## src/adc16_pkg.sv

```systemverilog
// ~~~~~~~~~~~~~~~~~~~~~~~~~~~~~~~~~~~~~~~~~~~~~~~~~~~~~~~~~~~~~~~~~~~~~~~~~~
// Shared types and constants for the ADC16 OPB control subsystem.
// OPB words and ADC-side masks use OPB numbering with bit 0 the MSB.
// The register window, frame timing and reset length are fixed here.
// Counter widths derive from the timing constants and follow any change.
// ~~~~~~~~~~~~~~~~~~~~~~~~~~~~~~~~~~~~~~~~~~~~~~~~~~~~~~~~~~~~~~~~~~~~~~~~~~
package adc16_pkg;

  typedef logic [0:31] opb_word_t;    // opb address or data word, bit 0 is the msb
  typedef logic [0:3]  opb_be_t;      // byte enables, bit 0 covers bits 0 to 7
  typedef logic [0:3]  cs_mask_t;     // one bit per adc chip, bit 0 is chip 0
  typedef logic [0:3]  lane_mask_t;   // bitslip and phase load select per chip
  typedef logic [0:15] dly_mask_t;    // one bit per idelay line
  typedef logic [0:4]  dly_tap_t;     // idelay tap value, bit 0 is the msb
  typedef logic [15:0] xact_count_t;  // completed 3-wire frames, wraps at 16 bits

  // register window and offsets inside it
  localparam opb_word_t OPB_BASEADDR = 32'h0000_0000;
  localparam opb_word_t OPB_HIGHADDR = 32'h0000_FFFF;
  localparam opb_word_t REG_CMD      = 32'h0000_0000;  // 3-wire command, write starts a frame
  localparam opb_word_t REG_CTRL     = 32'h0000_0004;  // lane control, same layout as before
  localparam opb_word_t REG_STATUS   = 32'h0000_0008;  // busy flags and frame count

  // serial frame timing in OPB_Clk cycles
  localparam int SCLK_HALF         = 2;   // cycles per half serial clock
  localparam int CS_GUARD          = 2;   // chip select to first or last edge
  localparam int CMD_BITS          = 24;  // 8 address bits then 16 data bits
  localparam int CHIP_RESET_CYCLES = 64;  // length of the adc reset pulse

  // counter widths that follow the constants above
  localparam int W3_CNT_W  = $clog2((2 * SCLK_HALF > CS_GUARD) ? 2 * SCLK_HALF : CS_GUARD);
  localparam int BIT_CNT_W = $clog2(CMD_BITS);
  localparam int RST_CNT_W = $clog2(CHIP_RESET_CYCLES + 1);

  typedef logic [W3_CNT_W-1:0]  w3_cnt_t;    // half period and guard counter
  typedef logic [BIT_CNT_W-1:0] bit_cnt_t;   // index of the bit on the wire
  typedef logic [RST_CNT_W-1:0] rst_cnt_t;   // chip reset down-counter
  typedef logic [CMD_BITS-1:0]  w3_frame_t;  // serial frame, msb goes out first

  // command as written to REG_CMD bits 0 to 27
  typedef struct packed {
    cs_mask_t    cs_mask;   // chips that take part in the frame
    logic [7:0]  reg_addr;  // adc register address, sent first
    logic [15:0] reg_data;  // adc register data, sent after the address
  } wire3_cmd_t;

  // lane request, field order matches REG_CTRL bits 0 to 29
  typedef struct packed {
    dly_mask_t  delay_rst;   // idelay reset pulse per line
    dly_tap_t   delay_tap;   // tap loaded together with a delay reset
    lane_mask_t bitslip;     // iserdes bitslip pulse per chip
    lane_mask_t load_phase;  // phase load pulse per chip
    logic       chip_reset;  // starts the timed adc reset
  } lane_req_t;

  // status that the engines return to the register block
  typedef struct packed {
    logic        wire3_busy;  // a serial frame is on the wire
    logic        reset_busy;  // the adc reset pulse is running
    xact_count_t xact_count;  // frames finished since reset
  } ctrl_status_t;

endpackage

```

## src/adc16_controller.sv

```systemverilog
// ~~~~~~~~~~~~~~~~~~~~~~~~~~~~~~~~~~~~~~~~~~~~~~~~~~~~~~~~~~~~~~~~~~~~~~~~~~
// ADC16 control subsystem on OPB, register block plus two engines.
// Error, retry and timeout-suppress responses are never raised.
// OPB_seqAddr is accepted for bus compatibility and has no effect.
// ~~~~~~~~~~~~~~~~~~~~~~~~~~~~~~~~~~~~~~~~~~~~~~~~~~~~~~~~~~~~~~~~~~~~~~~~~~
`timescale 1ns/1ns

module adc16_controller (
  input  logic                  OPB_Clk,
  input  logic                  rst_n,
  input  adc16_pkg::opb_word_t  OPB_ABus,
  input  adc16_pkg::opb_be_t    OPB_BE,
  input  adc16_pkg::opb_word_t  OPB_DBus,
  input  logic                  OPB_RNW,
  input  logic                  OPB_select,
  input  logic                  OPB_seqAddr,
  output adc16_pkg::opb_word_t  Sl_DBus,
  output logic                  Sl_xferAck,
  output logic                  Sl_errAck,
  output logic                  Sl_retry,
  output logic                  Sl_toutSup,
  output logic                  adc0_adc3wire_clk,
  output logic                  adc0_adc3wire_data,
  output adc16_pkg::cs_mask_t   adc0_adc3wire_cs,      // active low
  output logic                  adc0_reset,
  output adc16_pkg::lane_mask_t adc0_iserdes_bitslip,
  output adc16_pkg::lane_mask_t adc0_load_phase_set,
  output adc16_pkg::dly_mask_t  adc0_delay_rst,
  output adc16_pkg::dly_tap_t   adc0_delay_tap
);

  adc16_pkg::wire3_cmd_t   wire3_cmd;
  adc16_pkg::lane_req_t    lane_req;
  adc16_pkg::ctrl_status_t ctrl_status;
  adc16_pkg::xact_count_t  xact_count;
  logic                    cmd_start;
  logic                    lane_strobe;
  logic                    wire3_busy;
  logic                    reset_busy;

  assign ctrl_status = {wire3_busy, reset_busy, xact_count};  // status word for software

  assign Sl_errAck  = 1'b0;
  assign Sl_retry   = 1'b0;
  assign Sl_toutSup = 1'b0;

  adc16_opb_regs i_adc16_opb_regs (
    .OPB_Clk     (OPB_Clk),
    .rst_n       (rst_n),
    .OPB_ABus    (OPB_ABus),
    .OPB_BE      (OPB_BE),
    .OPB_DBus    (OPB_DBus),
    .OPB_RNW     (OPB_RNW),
    .OPB_select  (OPB_select),
    .ctrl_status (ctrl_status),
    .Sl_DBus     (Sl_DBus),
    .Sl_xferAck  (Sl_xferAck),
    .wire3_cmd   (wire3_cmd),
    .cmd_start   (cmd_start),
    .lane_req    (lane_req),
    .lane_strobe (lane_strobe)
  );

  adc16_wire3_master i_adc16_wire3_master (
    .OPB_Clk    (OPB_Clk),
    .rst_n      (rst_n),
    .wire3_cmd  (wire3_cmd),
    .cmd_start  (cmd_start),
    .sclk       (adc0_adc3wire_clk),
    .sdata      (adc0_adc3wire_data),
    .cs_n       (adc0_adc3wire_cs),
    .busy       (wire3_busy),
    .xact_count (xact_count)
  );

  adc16_lane_ctrl i_adc16_lane_ctrl (
    .OPB_Clk        (OPB_Clk),
    .rst_n          (rst_n),
    .lane_req       (lane_req),
    .lane_strobe    (lane_strobe),
    .bitslip        (adc0_iserdes_bitslip),
    .load_phase_set (adc0_load_phase_set),
    .delay_rst      (adc0_delay_rst),
    .delay_tap      (adc0_delay_tap),
    .chip_reset     (adc0_reset),
    .reset_busy     (reset_busy)
  );

endmodule

```

## src/adc16_lane_ctrl.sv

```systemverilog
// ~~~~~~~~~~~~~~~~~~~~~~~~~~~~~~~~~~~~~~~~~~~~~~~~~~~~~~~~~~~~~~~~~~~~~~~~~~
// Lane control pulses for the ADC16 deserializers and the chip reset.
// Pulses last one cycle, the cycle after lane_strobe.
// The tap only loads together with a nonzero delay reset mask.
// A reset request during a running reset pulse is dropped.
// ~~~~~~~~~~~~~~~~~~~~~~~~~~~~~~~~~~~~~~~~~~~~~~~~~~~~~~~~~~~~~~~~~~~~~~~~~~
`timescale 1ns/1ns

module adc16_lane_ctrl (
  input  logic                   OPB_Clk,
  input  logic                   rst_n,
  input  adc16_pkg::lane_req_t   lane_req,
  input  logic                   lane_strobe,
  output adc16_pkg::lane_mask_t  bitslip,
  output adc16_pkg::lane_mask_t  load_phase_set,
  output adc16_pkg::dly_mask_t   delay_rst,
  output adc16_pkg::dly_tap_t    delay_tap,
  output logic                   chip_reset,
  output logic                   reset_busy
);

  adc16_pkg::rst_cnt_t rst_cnt_q;  // cycles of chip reset still to run

  always_ff @(posedge OPB_Clk or negedge rst_n) begin
    if (!rst_n) begin
      bitslip        <= '0;
      load_phase_set <= '0;
      delay_rst      <= '0;
      delay_tap      <= '0;
      chip_reset     <= 1'b0;
      rst_cnt_q      <= '0;
    end else begin
      // masks fall back to zero one cycle after the strobe
      bitslip        <= lane_strobe ? lane_req.bitslip : '0;
      load_phase_set <= lane_strobe ? lane_req.load_phase : '0;
      delay_rst      <= lane_strobe ? lane_req.delay_rst : '0;

      if (lane_strobe && (|lane_req.delay_rst)) begin
        delay_tap <= lane_req.delay_tap;  // the idelay samples the tap during its reset
      end

      if (chip_reset) begin
        rst_cnt_q <= rst_cnt_q - 1'b1;
        if (rst_cnt_q == adc16_pkg::rst_cnt_t'(1)) begin
          chip_reset <= 1'b0;  // last cycle of the pulse
        end
      end else if (lane_strobe && lane_req.chip_reset) begin
        chip_reset <= 1'b1;
        rst_cnt_q  <= adc16_pkg::rst_cnt_t'(adc16_pkg::CHIP_RESET_CYCLES);
      end
    end
  end

  assign reset_busy = chip_reset;  // software sees the pulse through status

endmodule

```

## src/adc16_opb_regs.sv

```systemverilog
// ~~~~~~~~~~~~~~~~~~~~~~~~~~~~~~~~~~~~~~~~~~~~~~~~~~~~~~~~~~~~~~~~~~~~~~~~~~
// OPB slave for the ADC16 register window, one acknowledge per access.
// Unmapped offsets inside the window ack, read zero and drop writes.
// A CMD write needs all byte enables and an idle serial master to start.
// Strobes and wire3_cmd change in the same cycle as Sl_xferAck.
// ~~~~~~~~~~~~~~~~~~~~~~~~~~~~~~~~~~~~~~~~~~~~~~~~~~~~~~~~~~~~~~~~~~~~~~~~~~
`timescale 1ns/1ns

module adc16_opb_regs (
  input  logic                    OPB_Clk,
  input  logic                    rst_n,
  input  adc16_pkg::opb_word_t    OPB_ABus,
  input  adc16_pkg::opb_be_t      OPB_BE,
  input  adc16_pkg::opb_word_t    OPB_DBus,
  input  logic                    OPB_RNW,
  input  logic                    OPB_select,
  input  adc16_pkg::ctrl_status_t ctrl_status,
  output adc16_pkg::opb_word_t    Sl_DBus,
  output logic                    Sl_xferAck,
  output adc16_pkg::wire3_cmd_t   wire3_cmd,
  output logic                    cmd_start,
  output adc16_pkg::lane_req_t    lane_req,
  output logic                    lane_strobe
);

  adc16_pkg::opb_word_t addr_off;     // address relative to the window base
  adc16_pkg::opb_word_t ctrl_cur;     // ctrl word as it reads back now
  adc16_pkg::opb_word_t ctrl_merged;  // ctrl write after byte enable merge
  adc16_pkg::opb_word_t rd_mux;       // read data selected by offset
  adc16_pkg::opb_word_t rdata_q;      // read data held for the ack cycle
  adc16_pkg::dly_tap_t  tap_q;        // last written tap for readback
  logic                 addr_match;
  logic                 access;
  logic                 wr_cmd;
  logic                 wr_ctrl;
  logic                 cmd_ok;

  assign addr_match = (OPB_ABus >= adc16_pkg::OPB_BASEADDR) &&
                      (OPB_ABus <= adc16_pkg::OPB_HIGHADDR);
  assign addr_off   = OPB_ABus - adc16_pkg::OPB_BASEADDR;

  // the ack term keeps a held select from being taken twice
  assign access  = OPB_select && addr_match && !Sl_xferAck;
  assign wr_cmd  = access && !OPB_RNW && (addr_off == adc16_pkg::REG_CMD);
  assign wr_ctrl = access && !OPB_RNW && (addr_off == adc16_pkg::REG_CTRL);

  // a command needs every byte lane and a master that is not shifting
  assign cmd_ok = (&OPB_BE) && !ctrl_status.wire3_busy;

  // only the tap survives in the ctrl register, the rest self-clears
  assign ctrl_cur = {16'b0, tap_q, 11'b0};

  always_comb begin
    for (int i = 0; i < 4; i++) begin
      ctrl_merged[8*i +: 8] = OPB_BE[i] ? OPB_DBus[8*i +: 8] : ctrl_cur[8*i +: 8];
    end
  end

  always_comb begin
    case (addr_off)
      adc16_pkg::REG_CMD:    rd_mux = {wire3_cmd, 4'b0000};  // last accepted command
      adc16_pkg::REG_CTRL:   rd_mux = ctrl_cur;
      adc16_pkg::REG_STATUS: rd_mux = {ctrl_status.wire3_busy,
                                       ctrl_status.reset_busy,
                                       14'b0,
                                       ctrl_status.xact_count};
      default:               rd_mux = '0;  // unmapped offsets read zero
    endcase
  end

  always_ff @(posedge OPB_Clk or negedge rst_n) begin
    if (!rst_n) begin
      Sl_xferAck  <= 1'b0;
      cmd_start   <= 1'b0;
      lane_strobe <= 1'b0;
      wire3_cmd   <= '0;
      tap_q       <= '0;
    end else begin
      Sl_xferAck  <= access;              // one cycle after select is seen
      cmd_start   <= wr_cmd && cmd_ok;    // rejected commands are acked and lost
      lane_strobe <= wr_ctrl;
      if (wr_cmd && cmd_ok) begin
        wire3_cmd <= adc16_pkg::wire3_cmd_t'(OPB_DBus[0:27]);
      end
      if (wr_ctrl) begin
        tap_q <= ctrl_merged[16:20];      // readback follows every write
      end
    end
  end

  always_ff @(posedge OPB_Clk) begin
    if (access) begin
      rdata_q <= OPB_RNW ? rd_mux : '0;   // writes return an empty bus
    end
    if (wr_ctrl) begin
      lane_req <= adc16_pkg::lane_req_t'(ctrl_merged[0:29]);
    end
  end

  assign Sl_DBus = Sl_xferAck ? rdata_q : '0;  // bus is zero outside the ack cycle

endmodule

```

## src/adc16_wire3_master.sv

```systemverilog
// ~~~~~~~~~~~~~~~~~~~~~~~~~~~~~~~~~~~~~~~~~~~~~~~~~~~~~~~~~~~~~~~~~~~~~~~~~~
// 3-wire serial master, write only, one 24-bit frame per cmd_start.
// cmd_start is ignored while busy, the register block never sends one then.
// Frame is CS_GUARD lead, CMD_BITS bits of 2*SCLK_HALF, CS_GUARD trail.
// ~~~~~~~~~~~~~~~~~~~~~~~~~~~~~~~~~~~~~~~~~~~~~~~~~~~~~~~~~~~~~~~~~~~~~~~~~~
`timescale 1ns/1ns

module adc16_wire3_master (
  input  logic                   OPB_Clk,
  input  logic                   rst_n,
  input  adc16_pkg::wire3_cmd_t  wire3_cmd,
  input  logic                   cmd_start,
  output logic                   sclk,
  output logic                   sdata,
  output adc16_pkg::cs_mask_t    cs_n,
  output logic                   busy,
  output adc16_pkg::xact_count_t xact_count
);

  typedef enum logic [1:0] {
    ST_IDLE,   // chip selects high, waiting for a command
    ST_LEAD,   // selects low, clock held low before the first bit
    ST_SHIFT,  // bits on the wire
    ST_TRAIL   // clock held low after the last bit
  } w3_state_e;

  w3_state_e            state_q;
  adc16_pkg::w3_cnt_t   cnt_q;    // guard cycles or phase within one bit
  adc16_pkg::bit_cnt_t  bit_q;    // bits already finished in this frame
  adc16_pkg::w3_frame_t shift_q;  // frame being sent, msb on the wire

  // the frame shifts in zeros so data returns low at the end
  assign sdata = shift_q[adc16_pkg::CMD_BITS-1];

  always_ff @(posedge OPB_Clk or negedge rst_n) begin
    if (!rst_n) begin
      state_q    <= ST_IDLE;
      cnt_q      <= '0;
      bit_q      <= '0;
      shift_q    <= '0;
      sclk       <= 1'b0;
      cs_n       <= '1;
      busy       <= 1'b0;
      xact_count <= '0;
    end else begin
      case (state_q)
        ST_IDLE: begin
          if (cmd_start) begin
            state_q <= ST_LEAD;
            cnt_q   <= '0;
            bit_q   <= '0;
            shift_q <= {wire3_cmd.reg_addr, wire3_cmd.reg_data};  // address goes first
            cs_n    <= ~wire3_cmd.cs_mask;  // only the masked chips are selected
            busy    <= 1'b1;
          end
        end
        ST_LEAD: begin
          if (cnt_q == adc16_pkg::w3_cnt_t'(adc16_pkg::CS_GUARD - 1)) begin
            state_q <= ST_SHIFT;
            cnt_q   <= '0;
          end else begin
            cnt_q <= cnt_q + 1'b1;
          end
        end
        ST_SHIFT: begin
          cnt_q <= cnt_q + 1'b1;
          if (cnt_q == adc16_pkg::w3_cnt_t'(adc16_pkg::SCLK_HALF - 1)) begin
            sclk <= 1'b1;  // rising edge in the middle of the bit
          end
          if (cnt_q == adc16_pkg::w3_cnt_t'(2 * adc16_pkg::SCLK_HALF - 1)) begin
            sclk    <= 1'b0;  // data moves on together with the falling edge
            cnt_q   <= '0;
            shift_q <= {shift_q[adc16_pkg::CMD_BITS-2:0], 1'b0};
            if (bit_q == adc16_pkg::bit_cnt_t'(adc16_pkg::CMD_BITS - 1)) begin
              state_q <= ST_TRAIL;
            end else begin
              bit_q <= bit_q + 1'b1;
            end
          end
        end
        ST_TRAIL: begin
          if (cnt_q == adc16_pkg::w3_cnt_t'(adc16_pkg::CS_GUARD - 1)) begin
            state_q    <= ST_IDLE;
            cnt_q      <= '0;
            cs_n       <= '1;
            busy       <= 1'b0;
            xact_count <= xact_count + 1'b1;  // counted as the selects release
          end else begin
            cnt_q <= cnt_q + 1'b1;
          end
        end
        default: begin
          state_q <= ST_IDLE;
        end
      endcase
    end
  end

endmodule

```

## config.mk

```make
export PLATFORM = sky130hd
export DESIGN_NAME = adc16_controller
export DESIGN_NICKNAME = d
export VERILOG_FILES = /design/src/adc16_pkg.sv /design/src/adc16_controller.sv /design/src/adc16_lane_ctrl.sv /design/src/adc16_opb_regs.sv /design/src/adc16_wire3_master.sv
export SDC_FILE = /design/constraint.sdc
export NUM_CORES = 1
export LEC_CHECK = 0
export ABC_CLOCK_PERIOD_IN_PS = 4300
export BUFFER_PORTS_ARGS = -buffer_cell sky130_fd_sc_hd__buf_4
export CAP_MARGIN = 20
export CORE_AREA = 2 2 169 171
export CTS_CLUSTER_DIAMETER = 60
export DETAILED_ROUTE_END_ITERATION = 16
export DIE_AREA = 0 0 171 173
export PLACE_DENSITY_LB_ADDON = 0.15
export SLEW_MARGIN = 0
export SYNTH_ARGS = -nofsm -noshare
export SYNTH_HDL_FRONTEND = slang
export SYNTH_SLANG_ARGS = --single-unit
```

## constraint.sdc

```tcl
create_clock -name OPB_Clk -period 4.3 [get_ports OPB_Clk]
set_input_delay 0.645 -clock OPB_Clk [delete_from_list [all_inputs] [get_ports OPB_Clk]]
set_output_delay 0.645 -clock OPB_Clk [all_outputs]
set_load 0.02 [all_outputs]
```

## Word level (Yosys, flattened, before mapping)

Index checks and enable logic that the tools add are counted.

| storage, ports and cells | value |
|---|---|
| register bits after elaboration | 190 |
| input bits | 73 |

| cells by class | value |
|---|---|
| add/subtract/negate cells | 4 |
| magnitude comparators | 2 |
| equal/unequal tests | 15 |
| mux-type cells | 36 |
| bitwise gates (word level) | 1 |
| reduce and logical (&&, ||, !) cells | 28 |

Operator list:

| operator | number |
|---|---|
| 32-bit case mux with 3 select lines | 1 |
| 24-bit two-way mux | 2 |
| 24-bit case mux with 2 select lines | 1 |
| 32-bit by 3-bit equality test with 1-bit output (second input constant) | 1 |
| 32-bit by 4-bit equality test with 1-bit output (second input constant) | 1 |
| 32-bit by 1-bit >= comparator with 1-bit output (second input constant) | 1 |
| 32-bit by 16-bit <= comparator with 1-bit output (second input constant) | 1 |
| 32-bit zero test | 1 |
| 32-bit two-way mux | 1 |
| 16-bit by 1-bit adder with 16-bit output (second input constant) | 1 |
| 16-bit two-way mux | 1 |
| 2-bit two-way mux | 8 |
| 4-bit two-way mux | 4 |
| 16-bit OR reduction | 1 |
| 5-bit two-way mux | 3 |
| 7-bit two-way mux | 2 |
| 1-bit logical AND | 10 |
| 5-bit case mux with 2 select lines | 1 |
| 8-bit two-way mux | 1 |
| 2-bit by 1-bit inequality test with 1-bit output (second input constant) | 4 |
| 2-bit case mux with 4 select lines | 1 |
| 4-bit case mux with 2 select lines | 1 |
| 4-bit AND reduction | 2 |
| 2-bit nonzero test | 4 |
| 18 further kinds | 32 |

## Depth between registers and ports, before layout

Gate-level depths: netlist (run 1).

| depth | value |
|---|---|
| depth after elaboration | 7 |
| depth in mapped cells | 8 |
| mapped depth without buffers | 7 |

## Cells and area by module

A second synthesis (run 1) with hierarchy kept.

| unflattened totals | value |
|---|---|
| cell total of the unflattened synthesis | 657 |
| area total of the unflattened synthesis | 8,513.2 µm² |

By module, submodules not included:

| module | times used | cells each | area each (µm²) | seq. area each (µm²) |
|---|---|---|---|---|
| adc16_opb_regs | 1 | 295 | 4,292.9 | 2,762.6 |
| adc16_wire3_master | 1 | 253 | 2,783.9 | 1,381.3 |
| adc16_lane_ctrl | 1 | 105 | 1,410.1 | 925.9 |
| adc16_controller | 1 | 4 | 26.3 | 0.0 |

## Worst setup path after synthesis (run 1)

Ideal clock, no wire load.

| path | value |
|---|---|
| kind | in2reg |
| start | input OPB_ABus[26] |
| end | register i_adc16_opb_regs.rdata_q[0], enable pin |
| library setup time | 422 ps |
| arrival time | 2,545 ps |
| required time | 3,878 ps |
| setup slack | 1,333 ps |
| stages on the path | 3 |
| path through | nor4_1 -> nand4_1 -> nor2_1 |

| between the ends | value |
|---|---|
| longest elaborated chain between the ends | 4 |

Ends and longest elaborated chain:

| item | line | source |
|---|---|---|
| start: declaration | adc16_controller.sv:11 | `input adc16_pkg::opb_word_t OPB_ABus,` |
| 32-bit by 1-bit >= comparator with 1-bit output or 32-bit by 16-bit <= comparator with 1-bit output (tied branches) | adc16_opb_regs.sv:38, adc16_opb_regs.sv:39 |  |
| 1-bit logical AND * | adc16_opb_regs.sv:38 | `assign addr_match = (OPB_ABus >= adc16_pkg::OPB_BASEADDR) &&` |
| 1-bit logical AND * (2 in series) | adc16_opb_regs.sv:43 | `assign access = OPB_select && addr_match && !Sl_xferAck;` |
| net i_adc16_opb_regs.access | adc16_opb_regs.sv:33 | `logic access;` |
| end signal: assignment | adc16_opb_regs.sv:93 | `rdata_q <= OPB_RNW ? rd_mux : '0;` |
| end: declaration | adc16_opb_regs.sv:30 | `adc16_pkg::opb_word_t rdata_q;` |

The timed path passes the listed nets; every way through them passes the cells marked *.
A chain may end at the register's enable or synchronous reset.

## Worst setup path in the final report (run 1)

| path | value |
|---|---|
| start | register i_adc16_wire3_master.state_q[0] |
| end | register i_adc16_wire3_master.shift_q[7] |

| between the ends | value |
|---|---|
| longest elaborated chain between the ends | 3 |

Ends and longest elaborated chain:

| item | line | source |
|---|---|---|
| start: declaration | adc16_wire3_master.sv:27 | `w3_state_e state_q;` |
| start signal: assignment | adc16_wire3_master.sv:37 | `state_q <= ST_IDLE;` |
| start signal: assignment | adc16_wire3_master.sv:49 | `state_q <= ST_LEAD;` |
| start signal: assignment | adc16_wire3_master.sv:59 | `state_q <= ST_SHIFT;` |
| 2-bit equality test or 2-bit zero test (tied branches) | adc16_wire3_master.sv:46 | `case (state_q)` |
| 2-bit by 1-bit inequality test with 1-bit output (no source line) (tied with other cells) | n/a |  |
| 3-bit AND reduction (no source line) | n/a |  |
| end signal: assignment | adc16_wire3_master.sv:52 | `shift_q <= {wire3_cmd.reg_addr, wire3_cmd.reg_data};` |
| end signal: assignment | adc16_wire3_master.sv:73 | `shift_q <= {shift_q[adc16_pkg::CMD_BITS-2:0], 1'b0};` |
| end: declaration | adc16_wire3_master.sv:30 | `adc16_pkg::w3_frame_t shift_q;` |

Parallel ways exist; a longest one is shown, timed or not.

==> reports/metrics.csv, run 1 <==
metric,value,unit
maxCapViolations,0,
postCtsHoldBufs,0,
p_sw,852,uW
synthMuxAreaShare,11.8,%
cts_buffer_depth,2,
reg2reg_setup_slack,1530,ps
synthFlopType,dfrtp_1,
gr-usage-all-layers,13.6,%
rows,61,
initial_core_util,29.9,%
n_antenna_cell,0,
synth_top_area_cell,dfrtp_1,
drtIter0Drc,327,
cp_max_fo,33,
die_w,171,um
dp_hpwl,14.1,mm
leakage,0.00439,uW
period_share,64.3,%
synth-edff-count,62,
tritoncts,yes,
drive_gt1_share,29.6,%
overflow,0,
synth_top_family_by_area,simple AND/OR/NAND/NOR gates,
final-setup-viol-count,0,
post_cts_resized,0,
worst_pin_slew,963,ps
pwr-share-seq,51.4,%
worst_slack,1530,ps
final_nets,868,
outcome,finished clean,
grt_pass1_wl,31.0,mm
drt-total-wl,19.7,mm
pre_cts_ws,1240,ps
finalCriticalPeriod,2770,ps
synthAdderAreaFrac,1.67,%
ys_ff_latch,190,
vdd_drop_max,238,uV
core-area,0.0276,mm2
ant_nets,0,
die_height,173,um
path_cells,inv_1 > ha_1 > nor2b_1 > or3_1 > buf_4 > o21ai_0,
yosysWarnings,0,
fill_cells,2700,
firstDrtPassIters,4,
synth_compound_area_share,5.05,%
grt_max_degree,76,
finalHoldViolations,0,
rsz0062_at_grt,false,
yosys.area_share.simple,15.8,%
seq_area_frac_synth,61.4,%
antenna_found_initial,0,
async_flop_share,67.4,%
p_int,2770,uW
holdCritPathClass,in -> async,
worst_slew_margin_rel,35.8,%
numCtsBuffers,17,
skew,13.9,ps
wire_per_inst,16.8,um
htree_levels,4,
worstPathArrival,3060,ps
areaGrowthSynthToFinish,24.8,%
syn-mean-instance-area,12.7,um2
place_congestion,0.756,
drc_errors,0,
synthesis.area,0.00826,mm2
detail_route.vias_per_cell,4.46,
max_freq,0.361,GHz
clock-sinks,190,
io_pins,145,
powerDensity,351,mW/mm2
syn_inst,650,
slowest_delay,800,ps
clk-insertion-delay-late,430,ps
grt_pass1_vias,5540,
postCtsSetupBuffers,0,
required,4590,ps
finalMaxSlewViolations,0,
synthTopCellsByArea,"dfrtp_1 38%, edfxtp_1 23%, and2_1 7.2%",
p_clk_share,45.1,%
critical_path_class,reg -> reg,
clockRootBuffer,clkbuf_16,
vias,5239,
crit_path_end_kind,flip-flop,
slowest_stage,or3_1,
switching_share,23.5,%
start_kind,flip-flop,
die_area,0.0296,mm2
port-buffer-count,138,
combinationalPowerShare,3.5,%
clkTransAtPathRegs,80,ps
synth_xor_area_share,1.59,%
synth.top_cell.area_share,37.6,%
synth_cell_types,55,
setup_tns,0,ps
## placed cells by master, fill, tap and decap left out, types with 20 or more instances in the layout
cell / Yosys / routed
and2_1: 95 / 95
buf_4: 4 / 141
dfrtp_1: 124 / 124
edfxtp_1: 62 / 62
mux2_2: 25 / 25
mux2_4: 20 / 20
mux2i_1: 39 / 39
nand2_1: 44 / 44
nor2_1: 40 / 39
o21ai_0: 33 / 33
## cell families after synthesis
logic type | Yosys count
adder cells (fa/ha/maj) | 11
other | 1
multiplexers | 84
AND/OR/NAND/NOR | 237
AO/OA/AOI/OAI | 70
flip-flops | 190
buffers and inverters | 42
XOR/XNOR | 15
## synthesized netlist by cell type (12+ instances only)
cell / number
dfrtp_1: 124
edfxtp_1: 62
nor2_1: 40
nand2_1: 44
and2_1: 95
clkbuf_1: 18
mux2_4: 20
o21ai_0: 33
mux2i_1: 39
a21oi_1: 12
mux2_2: 25
## state kept, by name, summed over array words and instances (netlist names), 5 cells and up
name / count
i_adc16_lane_ctrl.delay_tap: 5
i_adc16_opb_regs.rdata_q: 32
i_adc16_opb_regs.tap_q: 5
i_adc16_opb_regs.lane_req: 30
i_adc16_wire3_master.shift_q: 24
i_adc16_lane_ctrl.delay_rst: 16
i_adc16_wire3_master.xact_count: 16
i_adc16_opb_regs.wire3_cmd: 28
i_adc16_wire3_master.bit_q: 5
i_adc16_lane_ctrl.rst_cnt_q: 7
## final cells by class
class	count	area, um2	share of cell area (%)
multi-input combinational	420	2980	28.9
clock buffer	17	425	4.13
inverter	11	41.3	0.401
tap	378	473	4.59
sequential	190	5070	49.2
timing repair buffer	144	1130	10.9
clock inverter	15	190	1.85
## per-layer routing
metal	track usage, %	share of wire [%]	vias up
met2	21.8	48	96
met1	18.6	46	2589
met5	0	0	-
met4	4.27	1.5	0
met3	2.72	4.2	17
li1	-	-	2537
## worst paths after layout
check / start / end / cells after the start
max: i_adc16_wire3_master.state_q[0]$_DFFE_PN0P_ / i_adc16_wire3_master.shift_q[7]$_DFFE_PN0P_ / 6
min: rst_n / i_adc16_lane_ctrl.delay_rst[9]$_DFF_PN0_ / 1
max reg2reg: i_adc16_wire3_master.state_q[0]$_DFFE_PN0P_ / i_adc16_wire3_master.shift_q[7]$_DFFE_PN0P_ / 6
min reg2reg: i_adc16_opb_regs.lane_req[2]$_SDFFCE_PN0P_ / i_adc16_lane_ctrl.load_phase_set[1]$_DFF_PN0_ / 1
max in group asynchronous: rst_n / i_adc16_wire3_master.shift_q[8]$_DFFE_PN0P_ / 3
min in group OPB_Clk: i_adc16_opb_regs.lane_req[2]$_SDFFCE_PN0P_ / i_adc16_lane_ctrl.load_phase_set[1]$_DFF_PN0_ / 1
## per-stage QoR
stage / total power, uW / util, % / hold slack [ps] / cell area (um2) / cells
2_1_floorplan: 1930 / - / 349 / 8270 / 652
3_3_place_gp: 2020 / 35.0 / 437 / 9660 / 1142
3_5_place_dp: 2030 / 35.0 / 449 / 9660 / 1142
4_1_cts: 3670 / 37.2 / 424 / 10300 / 1174
5_1_grt: 3760 / 37.3 / 13.5 / 10300 / 1175
6_report: 3620 / 37.3 / 32.0 / 10300 / 1175
## worst max-delay path: cells and delay by family (launching register included)
kind / cells / cell delay [ps]
flip-flops: 1 / 420
buffers and inverters: 2 / 460
AO/OA/AOI/OAI: 1 / 120
adder cells (fa/ha/maj): 1 / 480
AND/OR/NAND/NOR: 2 / 1140
## power groups by stage
stage                     Combinational (uW)  Sequential [uW]  Clock, uW
after floorplan                         28.5             1900          0
after global placement                   123             1900          0
after detailed placement                 127             1900          0
after CTS                                127             1860       1690
after global routing                     139             1860       1760
final                                    126             1860       1630
No activity file was read; power rests on OpenSTA's default activity.
==> run 2: changes to the inputs <==
- ABC_CLOCK_PERIOD_IN_PS: 4300 -> 2300
- clock period: 4.3 -> 2.3 ns (I/O delays scaled with it)
==> run 2 against run 1 <==
Core utilization is 0.28 points higher. Largest cell class unchanged. Critical path type unchanged. Wire length decreased by 1.5%. Combinational power up 85%. Via count up 1.5%. Power increased by 85%.
==> reports/metrics.csv, run 2 (synthesized netlist as in run 1, its figures left out) <==
metric,value,unit
outcome,finished clean,
post_cts_resized,0,
met1_usage,18.5,%
die_height,173,um
setup.worst_path.end,i_adc16_wire3_master.shift_q[10]$_DFFE_PN0P_,
vias,5320,
period_share,88.1,%
final_nets,881,
detail_route.vias_per_cell,4.48,
busiest_layer,met2,
clockRootBuffer,clkbuf_16,
core-area,0.0276,mm2
worstPathArrival,2320,ps
power.total,6700,uW
dp_hpwl,14.1,mm
place_area,0.00979,mm2
overflow,0,
drc_errors,0,
grt_pass1_vias,5548,
drive_gt1_share,30.4,%
io_pins,145,
start_kind,flip-flop,
wire_per_inst,16.4,um
grt_use_met2,21.5,%
dp_cells,1155,
clkTransAtPathRegs,70,ps
firstDrtPassIters,4,
clock-sinks,190,
worst_slew_margin_rel,46.4,%
powerDensity,645,mW/mm2
areaGrowthSynthToFinish,25.7,%
holdCritPathClass,in -> reg,
r2r-start,i_adc16_wire3_master.state_q[0]$_DFFE_PN0P_,
initial_core_util,29.9,%
n_antenna_cell,0,
ant_nets,0,
setup_tns,0,ps
rr_worst_depth,7,
rsz0062_at_grt,false,
grt_use_met3,2.84,%
largestRegisters,"i_adc16_opb_regs.rdata_q x32, i_adc16_opb_regs.lane_req x30, i_adc16_opb_regs.wire3_cmd x28",
drtIter0Drc,283,
antenna_found_initial,0,
htree_levels,4,
port-buffer-count,138,
grt_max_degree,50,
finalCriticalPeriod,2030,ps
max_freq,0.494,GHz
final-setup-viol-count,0,
finalHoldViolations,0,
numCtsBuffers,17,
place_congestion,0.758,
required,2600,ps
gr-usage-all-layers,13.5,%
most-common-layout-cells,"152 x buf_4, 124 x dfrtp_1, 95 x and2_1",
worst_pin_slew,794,ps
rows,61,
clk-insertion-delay-late,430,ps
cp_max_fo,23,
final_area,0.0104,mm2
grt_pass1_wl,30.7,mm
largest_register_ffs,32,
critical_path_class,reg -> reg,
postCtsHoldBufs,1,
cts_buffer_depth,2,
leakage,0.00443,uW
crit_path_end_kind,flip-flop,
reg2reg_setup_slack,270,ps
vdd_drop_max,511,uV
finalMaxSlewViolations,0,
die_area,0.0296,mm2
drt-total-wl,19.4,mm
crit_start,i_adc16_wire3_master.state_q[0]$_DFFE_PN0P_,
skew,11.5,ps
die_w,171,um
tritoncts,yes,
stdcell_count,1188,
final_common_cell,buf_4,
maxCapViolations,0,
rr_endpoint,i_adc16_wire3_master.shift_q[10]$_DFFE_PN0P_,
postCtsSetupBuffers,0,
regMostFlops,i_adc16_opb_regs.rdata_q,
## run 2: changes by cell type in the layout (fill, tap and decap cells not counted), moves of 2 or more
cell,previous run,this run
buf_4,141,152
clkinv_8,3,0
buf_12,2,4
clkinvlp_4,0,2
## run 2: metrics by stage
stage | utilization [%] | hold WS, ps | worst slack, ps
after CTS | 37.6 | 149 | 289
final | 37.6 | 164 | 275
after detailed placement | 35.4 | 398 | 156
after floorplan | - | 49.4 | 151
after global routing | 37.6 | 148 | 162
after global placement | 35.4 | 383 | 193
## run 2: layer usage
metal  wire length, um  vias to the layer above
met1              9280                     2630
met2              9210                      106
li1                  -                     2562
met5                 0                        -
met4               268                        0
met3               687                       22
## run 2: how the worst min path moves through the flow
| stage | start | end | slack [ps] | cells after the start |
|---|---|---|---|---|
| after floorplan | rst_n | i_adc16_lane_ctrl.bitslip[0]$_DFF_PN0_ | 50 | 0 |
| after global placement | rst_n | i_adc16_lane_ctrl.delay_rst[10]$_DFF_PN0_ | 380 | 1 |
| after detailed placement | rst_n | i_adc16_lane_ctrl.delay_rst[9]$_DFF_PN0_ | 400 | 1 |
| after CTS | OPB_DBus[22] | i_adc16_opb_regs.wire3_cmd[18]$_DFFE_PN0P_ | 150 | 2 |
| after global routing | OPB_DBus[22] | i_adc16_opb_regs.wire3_cmd[18]$_DFFE_PN0P_ | 150 | 2 |
| final | OPB_DBus[11] | i_adc16_opb_regs.wire3_cmd[7]$_DFFE_PN0P_ | 160 | 2 |
## run 2: cell type report
type	instances	area [um2]
sequential	190	5070
tap	378	473
clock buffer	18	429
timing repair buffer	157	1230
clock inverter	14	159
inverter	11	41.3
fill	2704	17200
multi-input combinational	420	2980
## run 2: worst max-delay path, stage by stage, from the launching register on
cell,delay [ps]
dfrtp_1,410
inv_1,90
ha_1,250
nor2b_1,190
or3_1,530
buf_4,260
nand2_1,80
o21ai_0,80
## run 2: power breakdown
group | switching, uW | leakage [uW] | total (uW) | internal (uW)
clock network | 1350 | 0.000284 | 2980 | 1630
registers | 0.00203 | 0.00223 | 3480 | 3480
logic | 123 | 0.00192 | 233 | 110
total | 1470 | 0.00443 | 6700 | 5220
